===== config.mk =====
export PLATFORM = sky130hd
export DESIGN_NAME = regex_scan_top
export DESIGN_NICKNAME = d
export VERILOG_FILES = /design/src/regex_scan_pkg.sv /design/src/dfa_if.sv /design/src/regex_scan_top.sv /design/src/stream_keyword_matcher.sv /design/src/stream_state_store.sv /design/src/keyword_dfa.sv
export SDC_FILE = /design/constraint.sdc
export NUM_CORES = 1
export LEC_CHECK = 0
export BUFFER_PORTS_ARGS = -buffer_cell sky130_fd_sc_hd__buf_2
export CORE_MARGIN = 10
export CORE_UTILIZATION = 30
export DETAILED_ROUTE_END_ITERATION = 10
export HOLD_SLACK_MARGIN = 0.1
export PLACE_DENSITY_LB_ADDON = 0.15
export SYNTH_ARGS = -nofsm -noshare
export SYNTH_HDL_FRONTEND = slang
export SYNTH_HIERARCHICAL = 1
export SYNTH_SLANG_ARGS = --single-unit

===== constraint.sdc =====
create_clock -name clk -period 3.2 [get_ports clk]
set_input_delay 0.16 -clock clk [delete_from_list [all_inputs] [get_ports clk]]
set_output_delay 0.16 -clock clk [all_outputs]
set_load 0.03 [all_outputs]

===== src/regex_scan_pkg.sv =====
// Shared widths and types for the multi-stream keyword scanner
package regex_scan_pkg;

  // One payload character per cycle
  localparam int CHAR_W = 8;

  // Payload byte as seen by the matchers
  typedef logic [CHAR_W-1:0] char_t;

  // Stream ids come from the packet classifier outside the design
  localparam int STREAM_ID_W = 6;

  // Depth of the per-stream state memory
  localparam int NUM_STREAMS = 1 << STREAM_ID_W;

  typedef logic [STREAM_ID_W-1:0] stream_id_t;

  // Automaton state is the matched prefix length
  localparam int STATE_W = 4;

  // Number of keyword characters matched so far
  typedef logic [STATE_W-1:0] dfa_state_t;

  // Longest keyword whose full length still fits in the state
  localparam int MAX_KEY_LEN = (1 << STATE_W) - 1;

  // Packet match counters wrap at this width
  localparam int COUNT_W = 16;

  typedef logic [COUNT_W-1:0] count_t;

endpackage

===== src/dfa_if.sv =====
// Character and state path between a matcher wrapper and its automaton
interface dfa_if;

  // Character to consume, qualified by a one-cycle strobe
  regex_scan_pkg::char_t      char_in;
  logic                       char_vld;

  // State overwrite from the per-stream store
  // Loaded state wins when both strobes arrive together
  regex_scan_pkg::dfa_state_t state_in;
  logic                       state_in_vld;

  // Registered automaton outputs
  regex_scan_pkg::dfa_state_t state_out;
  logic                       accept;

  // Wrapper side
  modport matcher (
    output char_in,
    output char_vld,
    output state_in,
    output state_in_vld,
    input  state_out,
    input  accept
  );

  // Automaton side
  modport dfa (
    input  char_in,
    input  char_vld,
    input  state_in,
    input  state_in_vld,
    output state_out,
    output accept
  );

endinterface


===== src/regex_scan_top.sv =====
// Two keyword matchers scanning a shared interleaved packet stream
module regex_scan_top #(
  // Keyword bytes packed first character in the low byte
  parameter logic [regex_scan_pkg::MAX_KEY_LEN*regex_scan_pkg::CHAR_W-1:0] KEYWORD_A =
    120'h6c697665,
  parameter int KEY_LEN_A = 4,
  parameter logic [regex_scan_pkg::MAX_KEY_LEN*regex_scan_pkg::CHAR_W-1:0] KEYWORD_B =
    120'h6b636168,
  parameter int KEY_LEN_B = 4
) (
  input  logic                       clk,
  input  logic                       rst_n,
  input  regex_scan_pkg::char_t      char_in,
  input  logic                       char_in_vld,
  input  regex_scan_pkg::stream_id_t stream_id,
  input  logic                       new_stream_id,
  input  logic                       load_state,
  input  logic                       eop,
  input  logic                       enable_a,
  input  logic                       enable_b,
  output logic                       fired_a,
  output logic                       fired_b,
  output regex_scan_pkg::count_t     count_a,
  output regex_scan_pkg::count_t     count_b
);

  // Matcher for keyword A
  stream_keyword_matcher #(
    .KEYWORD (KEYWORD_A),
    .KEY_LEN (KEY_LEN_A)
  ) matcher_a (
    .clk           (clk),
    .rst_n         (rst_n),
    .char_in       (char_in),
    .char_in_vld   (char_in_vld),
    .stream_id     (stream_id),
    .new_stream_id (new_stream_id),
    .load_state    (load_state),
    .eop           (eop),
    .enable        (enable_a),
    .fired         (fired_a),
    .count         (count_a)
  );

  // Matcher for keyword B sees the same packets
  stream_keyword_matcher #(
    .KEYWORD (KEYWORD_B),
    .KEY_LEN (KEY_LEN_B)
  ) matcher_b (
    .clk           (clk),
    .rst_n         (rst_n),
    .char_in       (char_in),
    .char_in_vld   (char_in_vld),
    .stream_id     (stream_id),
    .new_stream_id (new_stream_id),
    .load_state    (load_state),
    .eop           (eop),
    .enable        (enable_b),
    .fired         (fired_b),
    .count         (count_b)
  );

endmodule


===== src/stream_keyword_matcher.sv =====
// One keyword matcher with per-stream state and packet match counter
module stream_keyword_matcher #(
  parameter logic [regex_scan_pkg::MAX_KEY_LEN*regex_scan_pkg::CHAR_W-1:0] KEYWORD = '0,
  parameter int KEY_LEN = 1
) (
  input  logic                       clk,
  input  logic                       rst_n,
  input  regex_scan_pkg::char_t      char_in,
  input  logic                       char_in_vld,
  input  regex_scan_pkg::stream_id_t stream_id,
  input  logic                       new_stream_id,
  input  logic                       load_state,
  input  logic                       eop,
  input  logic                       enable,
  output logic                       fired,
  output regex_scan_pkg::count_t     count
);

  dfa_if dfa_bus ();

  // Store outputs
  regex_scan_pkg::dfa_state_t restore_state;
  logic                       restore_vld;

  // Registered automaton inputs
  regex_scan_pkg::char_t      char_r;
  logic                       char_vld_r;
  regex_scan_pkg::dfa_state_t state_in_r;
  logic                       state_in_vld_r;

  // Registered automaton state, used for the save at eop
  regex_scan_pkg::dfa_state_t state_out_r;

  logic                       save_en;
  logic                       fired_r;
  regex_scan_pkg::count_t     count_r;

  // Only an enabled matcher keeps its progress across packets
  assign save_en = eop && enable;

  stream_state_store store_i (
    .clk           (clk),
    .rst_n         (rst_n),
    .load          (load_state),
    .stream_id     (stream_id),
    .new_stream    (new_stream_id),
    .save          (save_en),
    .save_state    (state_out_r),
    .restore_state (restore_state),
    .restore_vld   (restore_vld)
  );

  // Strobes toward the automaton
  always_ff @(posedge clk)
  begin
    if (!rst_n)
    begin
      char_vld_r     <= 1'b0;
      state_in_vld_r <= 1'b0;
    end
    else
    begin
      char_vld_r     <= char_in_vld;
      state_in_vld_r <= restore_vld;
    end
  end

  // Data paths around the automaton
  always_ff @(posedge clk)
  begin
    char_r      <= char_in;
    state_in_r  <= restore_state;
    state_out_r <= dfa_bus.state_out;
  end

  assign dfa_bus.char_in      = char_r;
  assign dfa_bus.char_vld     = char_vld_r;
  assign dfa_bus.state_in     = state_in_r;
  assign dfa_bus.state_in_vld = state_in_vld_r;

  keyword_dfa #(
    .KEYWORD (KEYWORD),
    .KEY_LEN (KEY_LEN)
  ) dfa_i (
    .clk   (clk),
    .rst_n (rst_n),
    .bus   (dfa_bus.dfa)
  );

  // Fired flag and packet count
  always_ff @(posedge clk)
  begin
    if (!rst_n)
    begin
      fired_r <= 1'b0;
      count_r <= '0;
    end
    else
    begin
      // New packet starts unfired
      if (load_state)
        fired_r <= 1'b0;
      // Any hit marks the packet and later hits change nothing
      if (dfa_bus.accept)
        fired_r <= 1'b1;
      if (eop)
      begin
        if (enable)
          count_r <= count_r + regex_scan_pkg::count_t'(fired_r);
        else
          // Disabled packet leaves no trace
          fired_r <= 1'b0;
      end
    end
  end

  assign fired = fired_r;
  assign count = count_r;

endmodule


===== src/stream_state_store.sv =====
// Per-stream automaton state memory
module stream_state_store (
  input  logic                       clk,
  input  logic                       rst_n,
  input  logic                       load,
  input  regex_scan_pkg::stream_id_t stream_id,
  input  logic                       new_stream,
  input  logic                       save,
  input  regex_scan_pkg::dfa_state_t save_state,
  output regex_scan_pkg::dfa_state_t restore_state,
  output logic                       restore_vld
);

  // One saved automaton state per stream
  regex_scan_pkg::dfa_state_t state_mem [regex_scan_pkg::NUM_STREAMS];

  // Write back the state reached at end of packet
  always_ff @(posedge clk)
  begin
    if (save)
      state_mem[stream_id] <= save_state;
  end

  // Restore value for the packet about to start
  always_ff @(posedge clk)
  begin
    if (load)
    begin
      // Fresh stream starts with nothing matched
      if (new_stream)
        restore_state <= '0;
      else
        restore_state <= state_mem[stream_id];
    end
  end

  // Restore strobe follows load by one cycle
  always_ff @(posedge clk)
  begin
    if (!rst_n)
      restore_vld <= 1'b0;
    else
      restore_vld <= load;
  end

endmodule


===== src/keyword_dfa.sv =====
// Literal keyword automaton with prefix fallback
module keyword_dfa #(
  parameter logic [regex_scan_pkg::MAX_KEY_LEN*regex_scan_pkg::CHAR_W-1:0] KEYWORD = '0,
  parameter int KEY_LEN = 1
) (
  input logic clk,
  input logic rst_n,
  dfa_if.dfa  bus
);

  localparam int CW = regex_scan_pkg::CHAR_W;

  // Longest proper prefix of the keyword that is also its suffix
  function automatic int full_border();
    int   best_len;
    logic same;
    best_len = 0;
    for (int len = 1; len < KEY_LEN; len++)
    begin
      same = 1'b1;
      for (int j = 0; j < len; j++)
      begin
        if (KEYWORD[j*CW +: CW] != KEYWORD[(KEY_LEN-len+j)*CW +: CW])
          same = 1'b0;
      end
      if (same)
        best_len = len;
    end
    return best_len;
  endfunction

  // State to continue from after a full match so overlapping hits survive
  localparam regex_scan_pkg::dfa_state_t RESUME = regex_scan_pkg::dfa_state_t'(full_border());

  regex_scan_pkg::dfa_state_t cur_state;
  regex_scan_pkg::dfa_state_t base_state;
  regex_scan_pkg::dfa_state_t next_len;
  logic                       hit;
  logic                       accept_r;

  // Next matched length for the incoming character
  always_comb
  begin : next_state_calc
    int   start;
    logic ok;
    // A restore in the same cycle takes the place of the held state
    base_state = bus.state_in_vld ? bus.state_in : cur_state;
    next_len   = '0;
    // Try every candidate length and keep the longest that fits
    for (int len = 1; len <= KEY_LEN; len++)
    begin
      // Candidate must end with the new character
      ok = (len <= int'(base_state) + 1) &&
           (KEYWORD[(len-1)*CW +: CW] == bus.char_in);
      // Text before the character is keyword[0 .. base-1]
      // so its tail of len-1 bytes begins here
      start = int'(base_state) + 1 - len;
      for (int j = 0; j < len - 1; j++)
      begin
        if (ok && (KEYWORD[j*CW +: CW] != KEYWORD[(start+j)*CW +: CW]))
          ok = 1'b0;
      end
      if (ok)
        next_len = regex_scan_pkg::dfa_state_t'(len);
    end
    // Whole keyword seen
    hit = (int'(next_len) == KEY_LEN);
  end

  // State and accept update on each consumed character
  always_ff @(posedge clk)
  begin
    if (!rst_n)
    begin
      cur_state <= '0;
      accept_r  <= 1'b0;
    end
    else if (bus.char_vld)
    begin
      cur_state <= hit ? RESUME : next_len;
      accept_r  <= hit;
    end
    else
    begin
      // Accept is a single-cycle pulse
      accept_r <= 1'b0;
      if (bus.state_in_vld)
        cur_state <= bus.state_in;
    end
  end

  assign bus.state_out = cur_state;
  assign bus.accept    = accept_r;

endmodule


# [Word-level counts from Yosys, hierarchy flattened]
# Memories as Yosys holds them, arrays and structs flattened. A register that Yosys moved wholly into a read port is not among the register bits.
# Index checks and enable logic that the tools add are counted.
[op_classes] addsub=16 n_lt_le_gt_ge=8 n_eq_ne=22 n_shift=12 muxes=38 n_reduce_logical=25
[ops] operator="variable part select 120 x 32 -> 8 bit (first input constant)" n=6
[ops] operator="variable part select 120 x 10 -> 8 bit (first input constant)" n=4
[ops] operator="variable part select 120 x 9 -> 8 bit (first input constant)" n=2
[ops] operator="<= comparator 3 x 32 -> 1 bit (first input constant)" n=4
[ops] operator="inequality test 7 x 8 -> 1 bit (first input constant)" n=12
[ops] operator="equality test 7 x 8 -> 1 bit (first input constant)" n=8
[ops] operator="<= comparator 2 x 32 -> 1 bit (first input constant)" n=2
[ops] operator="<= comparator 4 x 32 -> 1 bit (first input constant)" n=2
[ops] operator="adder 29 x 2 -> 29 bit (second input constant)" n=2
[ops] operator="subtractor 29 x 3 -> 29 bit (second input constant)" n=2
[ops] operator="2-to-1 mux 4 bit" n=12
[ops] operator="adder 16 x 1 -> 16 bit" n=2
[ops] operator="2-to-1 mux 1 bit" n=26
[ops] operator="logical AND 1 bit" n=22
[ops] operator="adder 6 x 2 -> 7 bit (second input constant)" n=2
[ops] operator="adder 6 x 3 -> 7 bit (second input constant)" n=2
[ops] operator="subtractor 5 x 2 -> 6 bit (second input constant)" n=2
[ops] operator="subtractor 5 x 3 -> 6 bit (second input constant)" n=2
[ops] operator="adder 4 x 1 -> 5 bit (second input constant)" n=2
[ops] operator="equality test 4 bit (second input constant)" n=2
[ops] operator="AND reduction 2 bit" n=3
[totals] regBits=71 mem_bits_rw=512 input_bits=22 out_inout_bits=34 word_cells=139 n_memories=2
[mem_list] name="matcher_a.store_i.state_mem" depth=64 word_bits=4 rd=1 rd_clocked_by_memory_dff=1 write_ports=1 line="stream_state_store.sv:15" source="regex_scan_pkg::dfa_state_t state_mem [regex_scan_pkg::NUM_STREAMS];"
[mem_list] name="matcher_b.store_i.state_mem" depth=64 word_bits=4 rd=1 rd_clocked_by_memory_dff=1 write_ports=1 line="stream_state_store.sv:15"

# [Longest topological paths before layout]
# Gate-level depths: netlist (run 1).
[depth] depth_word=15 mapped_depth=15 mapped_depth_nobuf=14

# [Modules after synthesis]
# Netlist (run 1), hierarchy kept.
[modules_own_cells] module="stream_state_store" n_inst=2 cells_per_inst=645 area_per_inst_um2=10540.1 seq_area_each_um2=7827.5
[modules_own_cells] module="stream_keyword_matcher at matcher_a" n_inst=1 cells_per_inst=116 area_per_inst_um2=1198.6 seq_area_each_um2=700.7
[modules_own_cells] module="stream_keyword_matcher at matcher_b" n_inst=1 cells_per_inst=110 area_per_inst_um2=1164.9 seq_area_each_um2=700.7
[modules_own_cells] module="keyword_dfa at matcher_b.dfa_i" n_inst=1 cells_per_inst=89 area_per_inst_um2=730.7 seq_area_each_um2=100.1
[modules_own_cells] module="keyword_dfa at matcher_a.dfa_i" n_inst=1 cells_per_inst=79 area_per_inst_um2=718.2 seq_area_each_um2=100.1

# [Worst setup path after synthesis (run 1)]
# OpenSTA, ideal clock, no wires.
[synth_path] path_type="reg2reg" startpoint="reg matcher_b.state_in_vld_r (netlist: matcher_b/dfa_bus.state_in_vld)" endpoint="reg matcher_b.dfa_i.cur_state[0] (netlist: matcher_b/dfa_i/bus.state_out[0])" setup_ns=0.123 arrival_ns=2.857 required_time_ns=3.077 slack_ns=0.220 stages_incl_launch_ff=15 n_path_buf=1 synth_period_minus_slack_ns=2.980 path_cell_list="dfxtp_1 -> buf_6 -> and2b_2 -> a21oi_1 -> inv_1 -> ha_1 -> inv_1 -> xnor2_2 -> inv_1 -> ha_1 -> nor2_1 -> nand4_1 -> or4_4 -> a41oi_1 -> o21ai_1"
[synth_via] elab_chain_len=15 word_cells_on_any_way=47 classes_between="7 x add/sub; 4 x order compare; 7 x eq/ne; 6 x shift; 13 x mux; 10 x reduce/logical"
[synth_rtl] item="start: declaration" line="stream_keyword_matcher.sv:29" source="logic state_in_vld_r;"
[synth_rtl] item="start signal: assignment" line="stream_keyword_matcher.sv:64" source="state_in_vld_r <= restore_vld;"
[synth_rtl] item="2-to-1 mux 4 bit (*)"
[synth_rtl] item="branches (longest 13 deep; another with adder 29 x 2 -> 29 bit)"
[synth_rtl] item="2-to-1 mux 4 bit (*)" line="keyword_dfa.sv:78" source="else if (bus.char_vld)"
[synth_rtl] item="end signal: assignment" line="keyword_dfa.sv:80" source="cur_state <= hit ? RESUME : next_len;"
[synth_rtl] item="end signal: assignment" line="keyword_dfa.sv:88" source="cur_state <= bus.state_in;"
[synth_rtl] item="end: declaration" line="keyword_dfa.sv:35" source="regex_scan_pkg::dfa_state_t cur_state;"
# Every way passes the cells marked *.
# A chain may end at the register's enable or synchronous reset.

# [Worst setup path in the final report (run 1)]
# Ends and elaborated chain as after synthesis.

==> metrics.md, run 1 <==
| Metric | Value |
|---|---|
| Status | `complete, no violations` |
| GRT Util Overall | `15.10%` |
| Sequential power share | `50.8%` |
| Commonest non-fill, non-tap cell in the layout | `edfxtp_1` |
| PwrDens | `576.4 nW/um^2` |
| Top cells by area, synth | `edfxtp_1, dfxtp_1, a221oi_1, nor2_1, mux4_2` |
| CP startpoint kind | `flop` |
| Vias | `15650` |
| Critical path capture point type | `flop` |
| CP max FO | `10` |
| Pre-Repair DR Iteration Count | `5` |
| GPL Wtd Cong | `approximately 0.83` |
| Max cap viols | `0` |
| Cell-internal power | `~13000 uW` |
| Ant diodes | `0` |
| Die ar. | `94900 sq um` |
| Antenna Nets Post-Route | `0` |
| Die extent in x | `308.1 um` |
| Core footprint | `82110 sq um` |
| CP required | `3.67 ns` |
| CTS tree | `done` |
| Max-slew violations | `0` |
| Combinational Power Share | `5.6%` |
| Nets | `around 1900` |
| Post-synth top area cell | `edfxtp_1` |
| Clock share of power | `43.7%` |
| # fillers | `a little under 8000` |
| Final core utilization | `35.57%` |
| Tot Pwr | `16840 uW` |
| Fin. Hold Viols | `0` |
| Area share of the largest cell type after synthesis | `62.73%` |
| Cell Area, Synth | `24890 sq um` |
| Crit path time final | `2.971 ns` |
| F_max | `336.6 MHz` |
| FF+latch count, synth | `roughly 600` |
| Depth of the CTS H-tree | `3` |
| Root Buffer | `clkbuf_16` |
| Post-DP HPWL | `47840 um` |
| Cell variety after synth | `83` |
| Number of setup violations in the final report | `0` |
| Mapped Cells | `1684` |
| Layout cells sized above 1 | `20.51%` |
| Sw Share | `22.53%` |
| Drt wl/cell | `roughly 25 um` |
| Vias/cell | `5.282` |
| Overflow after GRT | `0` |
| Starting Density | `30.32%` |
| Largest net degree at the start of global routing | `65` |
| Ys Warns | `6` |
| Crit Path Category | `flop to flop` |
| Leakage | `0.009791 uW` |
| Number of flops mapped to enable cells by yosys | `520` |
| Maximum clock insertion buffer count | `3` |
| Port Buffer Count | `55` |
| Setup Total Neg Slack | `0 ns` |
| Worst-path clk slew | `0.06 ns` |
| Clk sinks | `602` |
| Clock buffer count from CTS | `between 60 and 70` |
| WL final | `roughly 73000 um` |
| Seq/Total Area, Yosys | `between 60% and 70%` |
| Max Clock Skew | `around 0.024 ns` |
| Syn_nets | `1736` |
| Synth Area per Inst | `14.78 sq um` |
| Critical Path AT | `3.45 ns` |
| Max transition margin | `20.35%` |
| Switch Pwr | `3793 uW` |
| Rows | `105` |
| Worst skew pair latency | `0.61 ns` |
| Actual slew at the worst max-slew pin | `about 1.2 ns` |
| Share of flip-flops with an asynchronous set or reset | `0%` |
| RSZ-0062 raised after global routing | `false` |
| Post-synth top flop | `edfxtp_1` |
| Remaining DRCs | `0` |
| Initial drt markers | `roughly 1300` |
| Period utilization | `92.83%` |
| Worst hold margin | `slightly above 0.2 ns` |
| Vias in the first global route | `15740` |
| Most frequent cells in the layout | `edfxtp_1, nor2_1, buf_4` |
| Top-Level Pins | `between 50 and 60` |
| First-pass GRT wire length | `107500 um` |
| HP Class | `input port to flop` |
| Initial antenna violation count | `3` |
| Post CTS Setup Buffer Count | `0` |
| Die Y-Extent | `around 310 um` |
| Worst IR drop on VDD | `0.3102 mV` |
| P&R area growth vs syn | `17.33%` |
metrics by stage:
| step | cells | worst slack [ns] | area [sq um] |
|---|---|---|---|
| finish | 2962 | 0.2293 | 29210 |
| global route | 2962 | 0.03759 | 29210 |
| CTS | 2962 | 0.2195 | 29210 |
| detailed placement | 2822 | 0.2308 | 26940 |
| global placement | 2822 | 0.2898 | 26940 |
| floorplan | 1684 | 0.2201 | 24890 |
cells by family after synthesis:
| kind of cell | Yosys count | share of synthesized area (%) |
|---|---|---|
| muxes | 104 | 5.745 |
| xor gates and xnor gates | 27 | 1.010 |
| DFF | 602 | 69.32 |
| and+or+nand+nor | 458 | 9.736 |
| AOI/OAI and AO/OA | 323 | 9.811 |
| buffers and inverters | 140 | 2.865 |
| adders and majority gates | 30 | 1.508 |
final cells by class:
class                      count  area (sq um)  area share, %
timing repair buffer         192          1464          5.012
inverter                      34         127.6         0.4370
clock inverter                43         316.6          1.084
tap                         1070          1339          4.584
multi-input combinational    942          6928          23.72
sequential                   602         17270          59.12
clock buffer                  79          1764          6.040
synth_stat cells (11+ instances only):
cell and n:
edfxtp_1 520, nor2_1 166, dfxtp_1 82, a221oi_1 76, a22oi_1 63, nand2_1 51, mux2_2 43, clkbuf_1 42
a21oi_1 34, buf_2 34, inv_1 32, o21ai_0 32, ha_1 30, mux2i_1 30, nand3_1 30, mux4_2 24
nor3_1 24, o22ai_1 24, and2_1 23, nand3b_1 23, and3_1 20, nor2b_1 20, nor3b_1 20, xor2_1 15
a31oi_1 14, nand4_1 13, or3_1 13, buf_6 12, nor4_1 11
worst max-delay path, cell delays in order (launching register included):
cell and delay [ns]:
dfxtp_1 0.32, buf_4 0.19, mux2i_1 0.25, inv_1 0.13, ha_1 0.25, inv_1 0.16, xnor2_2 0.22, inv_1 0.08
ha_1 0.28, nor2_1 0.11, nand4_1 0.10, or4_4 0.44, a41oi_1 0.21, o21ai_1 0.09
registers in the layout, indices dropped and copies added, names as in the netlist, 8 cells and up:
register and flops:
matcher_b/char_r 8, matcher_b/count 16, matcher_a/count 16, matcher_a/char_r 8
matcher_b/store_i/state_mem 256, matcher_a/store_i/state_mem 256
final timing paths:
kind / slack (ns) / to / cells past startpoint / from
hold / removal: 0.20 / matcher_a/char_r[6]$_DFF_P_ / 2 / char_in[6]
hold reg to reg: 0.34 / matcher_a/dfa_bus.state_in[3]$_DFF_P_ / 0 / matcher_a/store_i/restore_state[3]$_SDFFCE_PP0P_
setup / recovery: 0.23 / matcher_b/dfa_i/bus.state_out[0]$_SDFF_PN0_ / 13 / matcher_b/dfa_bus.state_in_vld$_SDFF_PN0_
setup reg to reg: 0.23 / matcher_b/dfa_i/bus.state_out[0]$_SDFF_PN0_ / 13 / matcher_b/dfa_bus.state_in_vld$_SDFF_PN0_
power by group through the flow:
stage               clock [uW]  combinational [uW]  sequential [uW]
floorplan                    0                 542             8710
global placement             0                 920             8710
detailed placement           0                 919             8710
CTS                       7580                 939             8550
global route              7850                1000             8550
finish                    7350                 936             8550
layer usage:
layer	up-vias	wire, um	track usage [%]
li1	6953	-	-
met1	8034	33580	21.70
met2	564	32480	22.77
met3	92	5211	2.802
met4	2	1546	4.720
met5	-	9	0
timing repair:
item / CTS / global route
hold endpoints to repair: 52 / 0
resized for setup: 0 / 1
hold buffers: 18 / 0
setup endpoints to repair: 0 / 2
Power figures use the tool's default switching activity.
==> run 2, diff against run 1 <==
--- a/config.mk
+++ b/config.mk
@@ -6,7 +6,6 @@
 export NUM_CORES = 1
 export LEC_CHECK = 0
 export BUFFER_PORTS_ARGS = -buffer_cell sky130_fd_sc_hd__buf_2
-export CORE_MARGIN = 10
 export CORE_UTILIZATION = 30
 export DETAILED_ROUTE_END_ITERATION = 10
 export HOLD_SLACK_MARGIN = 0.1
==> run 2 against run 1 <==
Maximum frequency up 0.25%. Utilization up 0.28 points. Via count up 0.52%. Critical path depth unchanged. Sequential power about the same. Cell area up 0.78%. Final cell count up 0.95%. Clock skew down 0.0077 ns. Clock power up 2%. Combinational power up 2.1%. Largest cell class unchanged.
==> metrics.md, run 2 (same netlist as run 1, synthesis figures left out) <==
| Metric | Value |
|---|---|
| Area occupied by multi-input gates | `6925 sq um (was 6928 sq um)` |
| First-pass GRT wire length | `109400 um (was 107500 um)` |
| Clk sinks | `602 (unchanged)` |
| Vias/cell | `5.260 (was 5.282)` |
| Maximum clock insertion buffer count | `3 (unchanged)` |
| CTS tree | `done (unchanged)` |
| Remaining DRCs | `0 (unchanged)` |
| CP required | `3.69 ns (was 3.67 ns)` |
| Period utilization | `92.60% (was 92.83%)` |
| Worst skew pair latency | `0.61 ns (about the same)` |
| Ant diodes | `0 (unchanged)` |
| Vias in the first global route | `15860 (was 15740)` |
| Critical R2R Launch | `matcher_b/dfa_bus.state_in_vld$_SDFF_PN0_ (unchanged)` |
| GPL Wtd Cong | `0.8461 (was 0.8337)` |
| Die ar. | `84130 sq um (was 94900 sq um)` |
| Post-DP HPWL | `48670 um (was 47840 um)` |
| Max cap viols | `0 (unchanged)` |
| Leakage | `0.009947 uW (was 0.009791 uW)` |
| Combinational Power Share | `5.6% (about the same)` |
| Number of setup violations in the final report | `0 (unchanged)` |
| Setup Total Neg Slack | `0 ns (unchanged)` |
| Actual slew at the worst max-slew pin | `1.390 ns (was 1.193 ns)` |
| Slowest library cell on the worst path | `or4_4 (unchanged)` |
| FF/Latch Area | `17270 sq um (about the same)` |
| Max Clock Skew | `0.01605 ns (was 0.02373 ns)` |
| PwrDens | `578.6 nW/um^2 (was 576.4 nW/um^2)` |
| P&R area growth vs syn | `18.25% (was 17.33%)` |
| Setup crit end | `matcher_b/dfa_i/bus.state_out[0]$_SDFF_PN0_ (unchanged)` |
| Cell-internal power | `13160 uW (was 13040 uW)` |
| Clock share of power | `44.2% (was 43.7%)` |
| Post CTS Setup Buffer Count | `0 (unchanged)` |
| GRT Util Overall | `17.44% (was 15.10%)` |
| Critical path startpoint | `matcher_b/dfa_bus.state_in_vld$_SDFF_PN0_ (unchanged)` |
| Core footprint | `82110 sq um (unchanged)` |
| Starting Density | `30.32% (unchanged)` |
| Nets | `1917 (was 1891)` |
| Worst-case reg-to-reg path depth | `13 (unchanged)` |
| Most frequent cells in the layout | `edfxtp_1, nor2_1, buf_4 (unchanged)` |
| Max-slew violations | `0 (unchanged)` |
| HP Class | `input port to flop (unchanged)` |
| Initial drt markers | `1472 (was 1346)` |
| WL final | `74100 um (was 72830 um)` |
| Overflow after GRT | `0 (unchanged)` |
| Depth of the CTS H-tree | `3 (unchanged)` |
| Biggest regs | `matcher_a/store_i/state_mem (256), matcher_b/store_i/state_mem (256) (unchanged)` |
| # fillers | `7849 (was 7804)` |
| Tot Pwr | `17030 uW (was 16840 uW)` |
| Commonest non-fill, non-tap cell in the layout | `edfxtp_1 (unchanged)` |
| RSZ-0062 raised after global routing | `false (unchanged)` |
| Antenna Nets Post-Route | `0 (unchanged)` |
| CP startpoint kind | `flop (unchanged)` |
| Critical path capture point type | `flop (unchanged)` |
| Sequential power share | `50.2% (was 50.8%)` |
| Largest net degree at the start of global routing | `65 (unchanged)` |
| Sw Share | `22.72% (was 22.53%)` |
| Max transition margin | `7.128% (was 20.35%)` |
| Status | `complete, no violations (unchanged)` |
| Switch Pwr | `3870 uW (was 3793 uW)` |
| Crit path time final | `2.963 ns (was 2.971 ns)` |
| CP max FO | `9 (was 10)` |
| Worst hold margin | `0.2061 ns (was 0.2023 ns)` |
| Vias | `15730 (was 15650)` |
| Top-Level Pins | `56 (unchanged)` |
| Die Y-Extent | `290.1 um (was 308.1 um)` |
| Initial antenna violation count | `5 (was 3)` |
| Reg2Reg Setup Slack | `0.24 ns (was 0.23 ns)` |
| CP dominant cell by count | `inv_1 (unchanged)` |
| Clock buffer count from CTS | `68 (was 67)` |
| Critical Path AT | `3.45 ns (about the same)` |
| Worst-path clk slew | `0.06 ns (about the same)` |
| Layout cells sized above 1 | `21.72% (was 20.51%)` |
| Port Buffer Count | `55 (unchanged)` |
| Crit path cell chain | `buf_4 -> mux2i_1 -> inv_1 -> ha_1 -> inv_1 -> xnor2_2 -> inv_1 -> ha_1 -> nor2_1 -> nand4_1 -> or4_4 -> a41oi_1 -> o21ai_1 (unchanged)` |
| Root Buffer | `clkbuf_16 (unchanged)` |
| Rows | `105 (unchanged)` |
| F_max | `337.5 MHz (was 336.6 MHz)` |
| Critical Path Max Stage Delay | `0.43 ns (was 0.44 ns)` |
| Worst IR drop on VDD | `0.3059 mV (was 0.3102 mV)` |
| Crit Path Category | `flop to flop (unchanged)` |
| Drt wl/cell | `24.78 um (was 24.59 um)` |
| FF-to-FF End | `matcher_b/dfa_i/bus.state_out[0]$_SDFF_PN0_ (unchanged)` |
| Fin. Hold Viols | `0 (unchanged)` |
| Die extent in x | `290.1 um (was 308.1 um)` |
| Pre-Repair DR Iteration Count | `5 (unchanged)` |
## run 2: changes by cell type in the layout (fill, tap and decap cells not counted), moves of 2 or more
cell	delta
clkbuf_1	+4
inv_4	+2
dfxtp_2	-2
clkbuf_8	+5
clkinv_1	-6
buf_4	+26
## run 2: metal layers
| metal | up-vias | wire length [um] | global-route usage (%) |
|---|---|---|---|
| li1 | 7001 | - | - |
| met1 | 8098 | 34360 | 25.25 |
| met2 | 541 | 33610 | 26.99 |
| met3 | 81 | 4999 | 3.271 |
| met4 | 6 | 1096 | 3.944 |
| met5 | - | 34 | 0 |
## run 2: worst min path at each step
stage                     startpoint                          end  slack (ns)  depth (start not counted)
after CTS                 char_in[5]  matcher_b/char_r[5]$_DFF_P_        0.18                          2
after global placement    char_in[2]  matcher_b/char_r[2]$_DFF_P_        0.28                          1
final                     char_in[6]  matcher_b/char_r[6]$_DFF_P_        0.21                          2
after global routing      char_in[6]  matcher_b/char_r[6]$_DFF_P_        0.20                          2
after detailed placement  char_in[6]  matcher_b/char_r[6]$_DFF_P_        0.28                          1
after floorplan           char_in[0]  matcher_a/char_r[0]$_DFF_P_        0.19                          0
## run 2: timing repair
item	CTS	global route
hold buffers	17	0
endpoints found under the hold margin	51	0
resized for setup	0	0
endpoints found under the setup margin	0	0
## run 2: power groups by stage
| stage | clock, uW | combinational, uW | sequential [uW] |
|---|---|---|---|
| after floorplan | 0 | 542 | 8710 |
| after global placement | 0 | 937 | 8720 |
| after detailed placement | 0 | 938 | 8720 |
| after CTS | 7730 | 958 | 8550 |
| after global routing | 8020 | 1020 | 8550 |
| final | 7530 | 956 | 8550 |
## run 2: per-stage QoR
| step | utilization (%) | setup WS, ns | std cells | cell area (sq um) |
|---|---|---|---|---|
| 4_1_cts | 35.85 | 0.2354 | 2990 | 29430 |
| 6_report | 35.85 | 0.2367 | 2990 | 29430 |
| 2_1_floorplan | - | 0.2201 | 1684 | 24890 |
| 3_3_place_gp | 33.05 | 0.1690 | 2848 | 27140 |
| 3_5_place_dp | 33.05 | 0.1258 | 2848 | 27140 |
| 5_1_grt | 35.85 | 0.05967 | 2990 | 29430 |
## run 2: cell type report
class	count	share of cell area, %
multi-input combinational	942	23.53
clock buffer	89	6.363
timing repair buffer	217	5.603
clock inverter	36	0.8544
sequential	602	58.67
tap	1070	4.548
inverter	34	0.4336
## run 2: critical path: cells and delay by family, from the launching register on
| kind | cells | cell delay, ns |
|---|---|---|
| AND/OR/NAND/NOR | 3 | 0.65 |
| buffers and inverters | 4 | 0.57 |
| adder cells (fa/ha/maj) | 2 | 0.55 |
| flip-flops | 1 | 0.33 |
| AO/OA/AOI/OAI | 2 | 0.30 |
| multiplexers | 1 | 0.24 |
| XOR/XNOR | 1 | 0.21 |
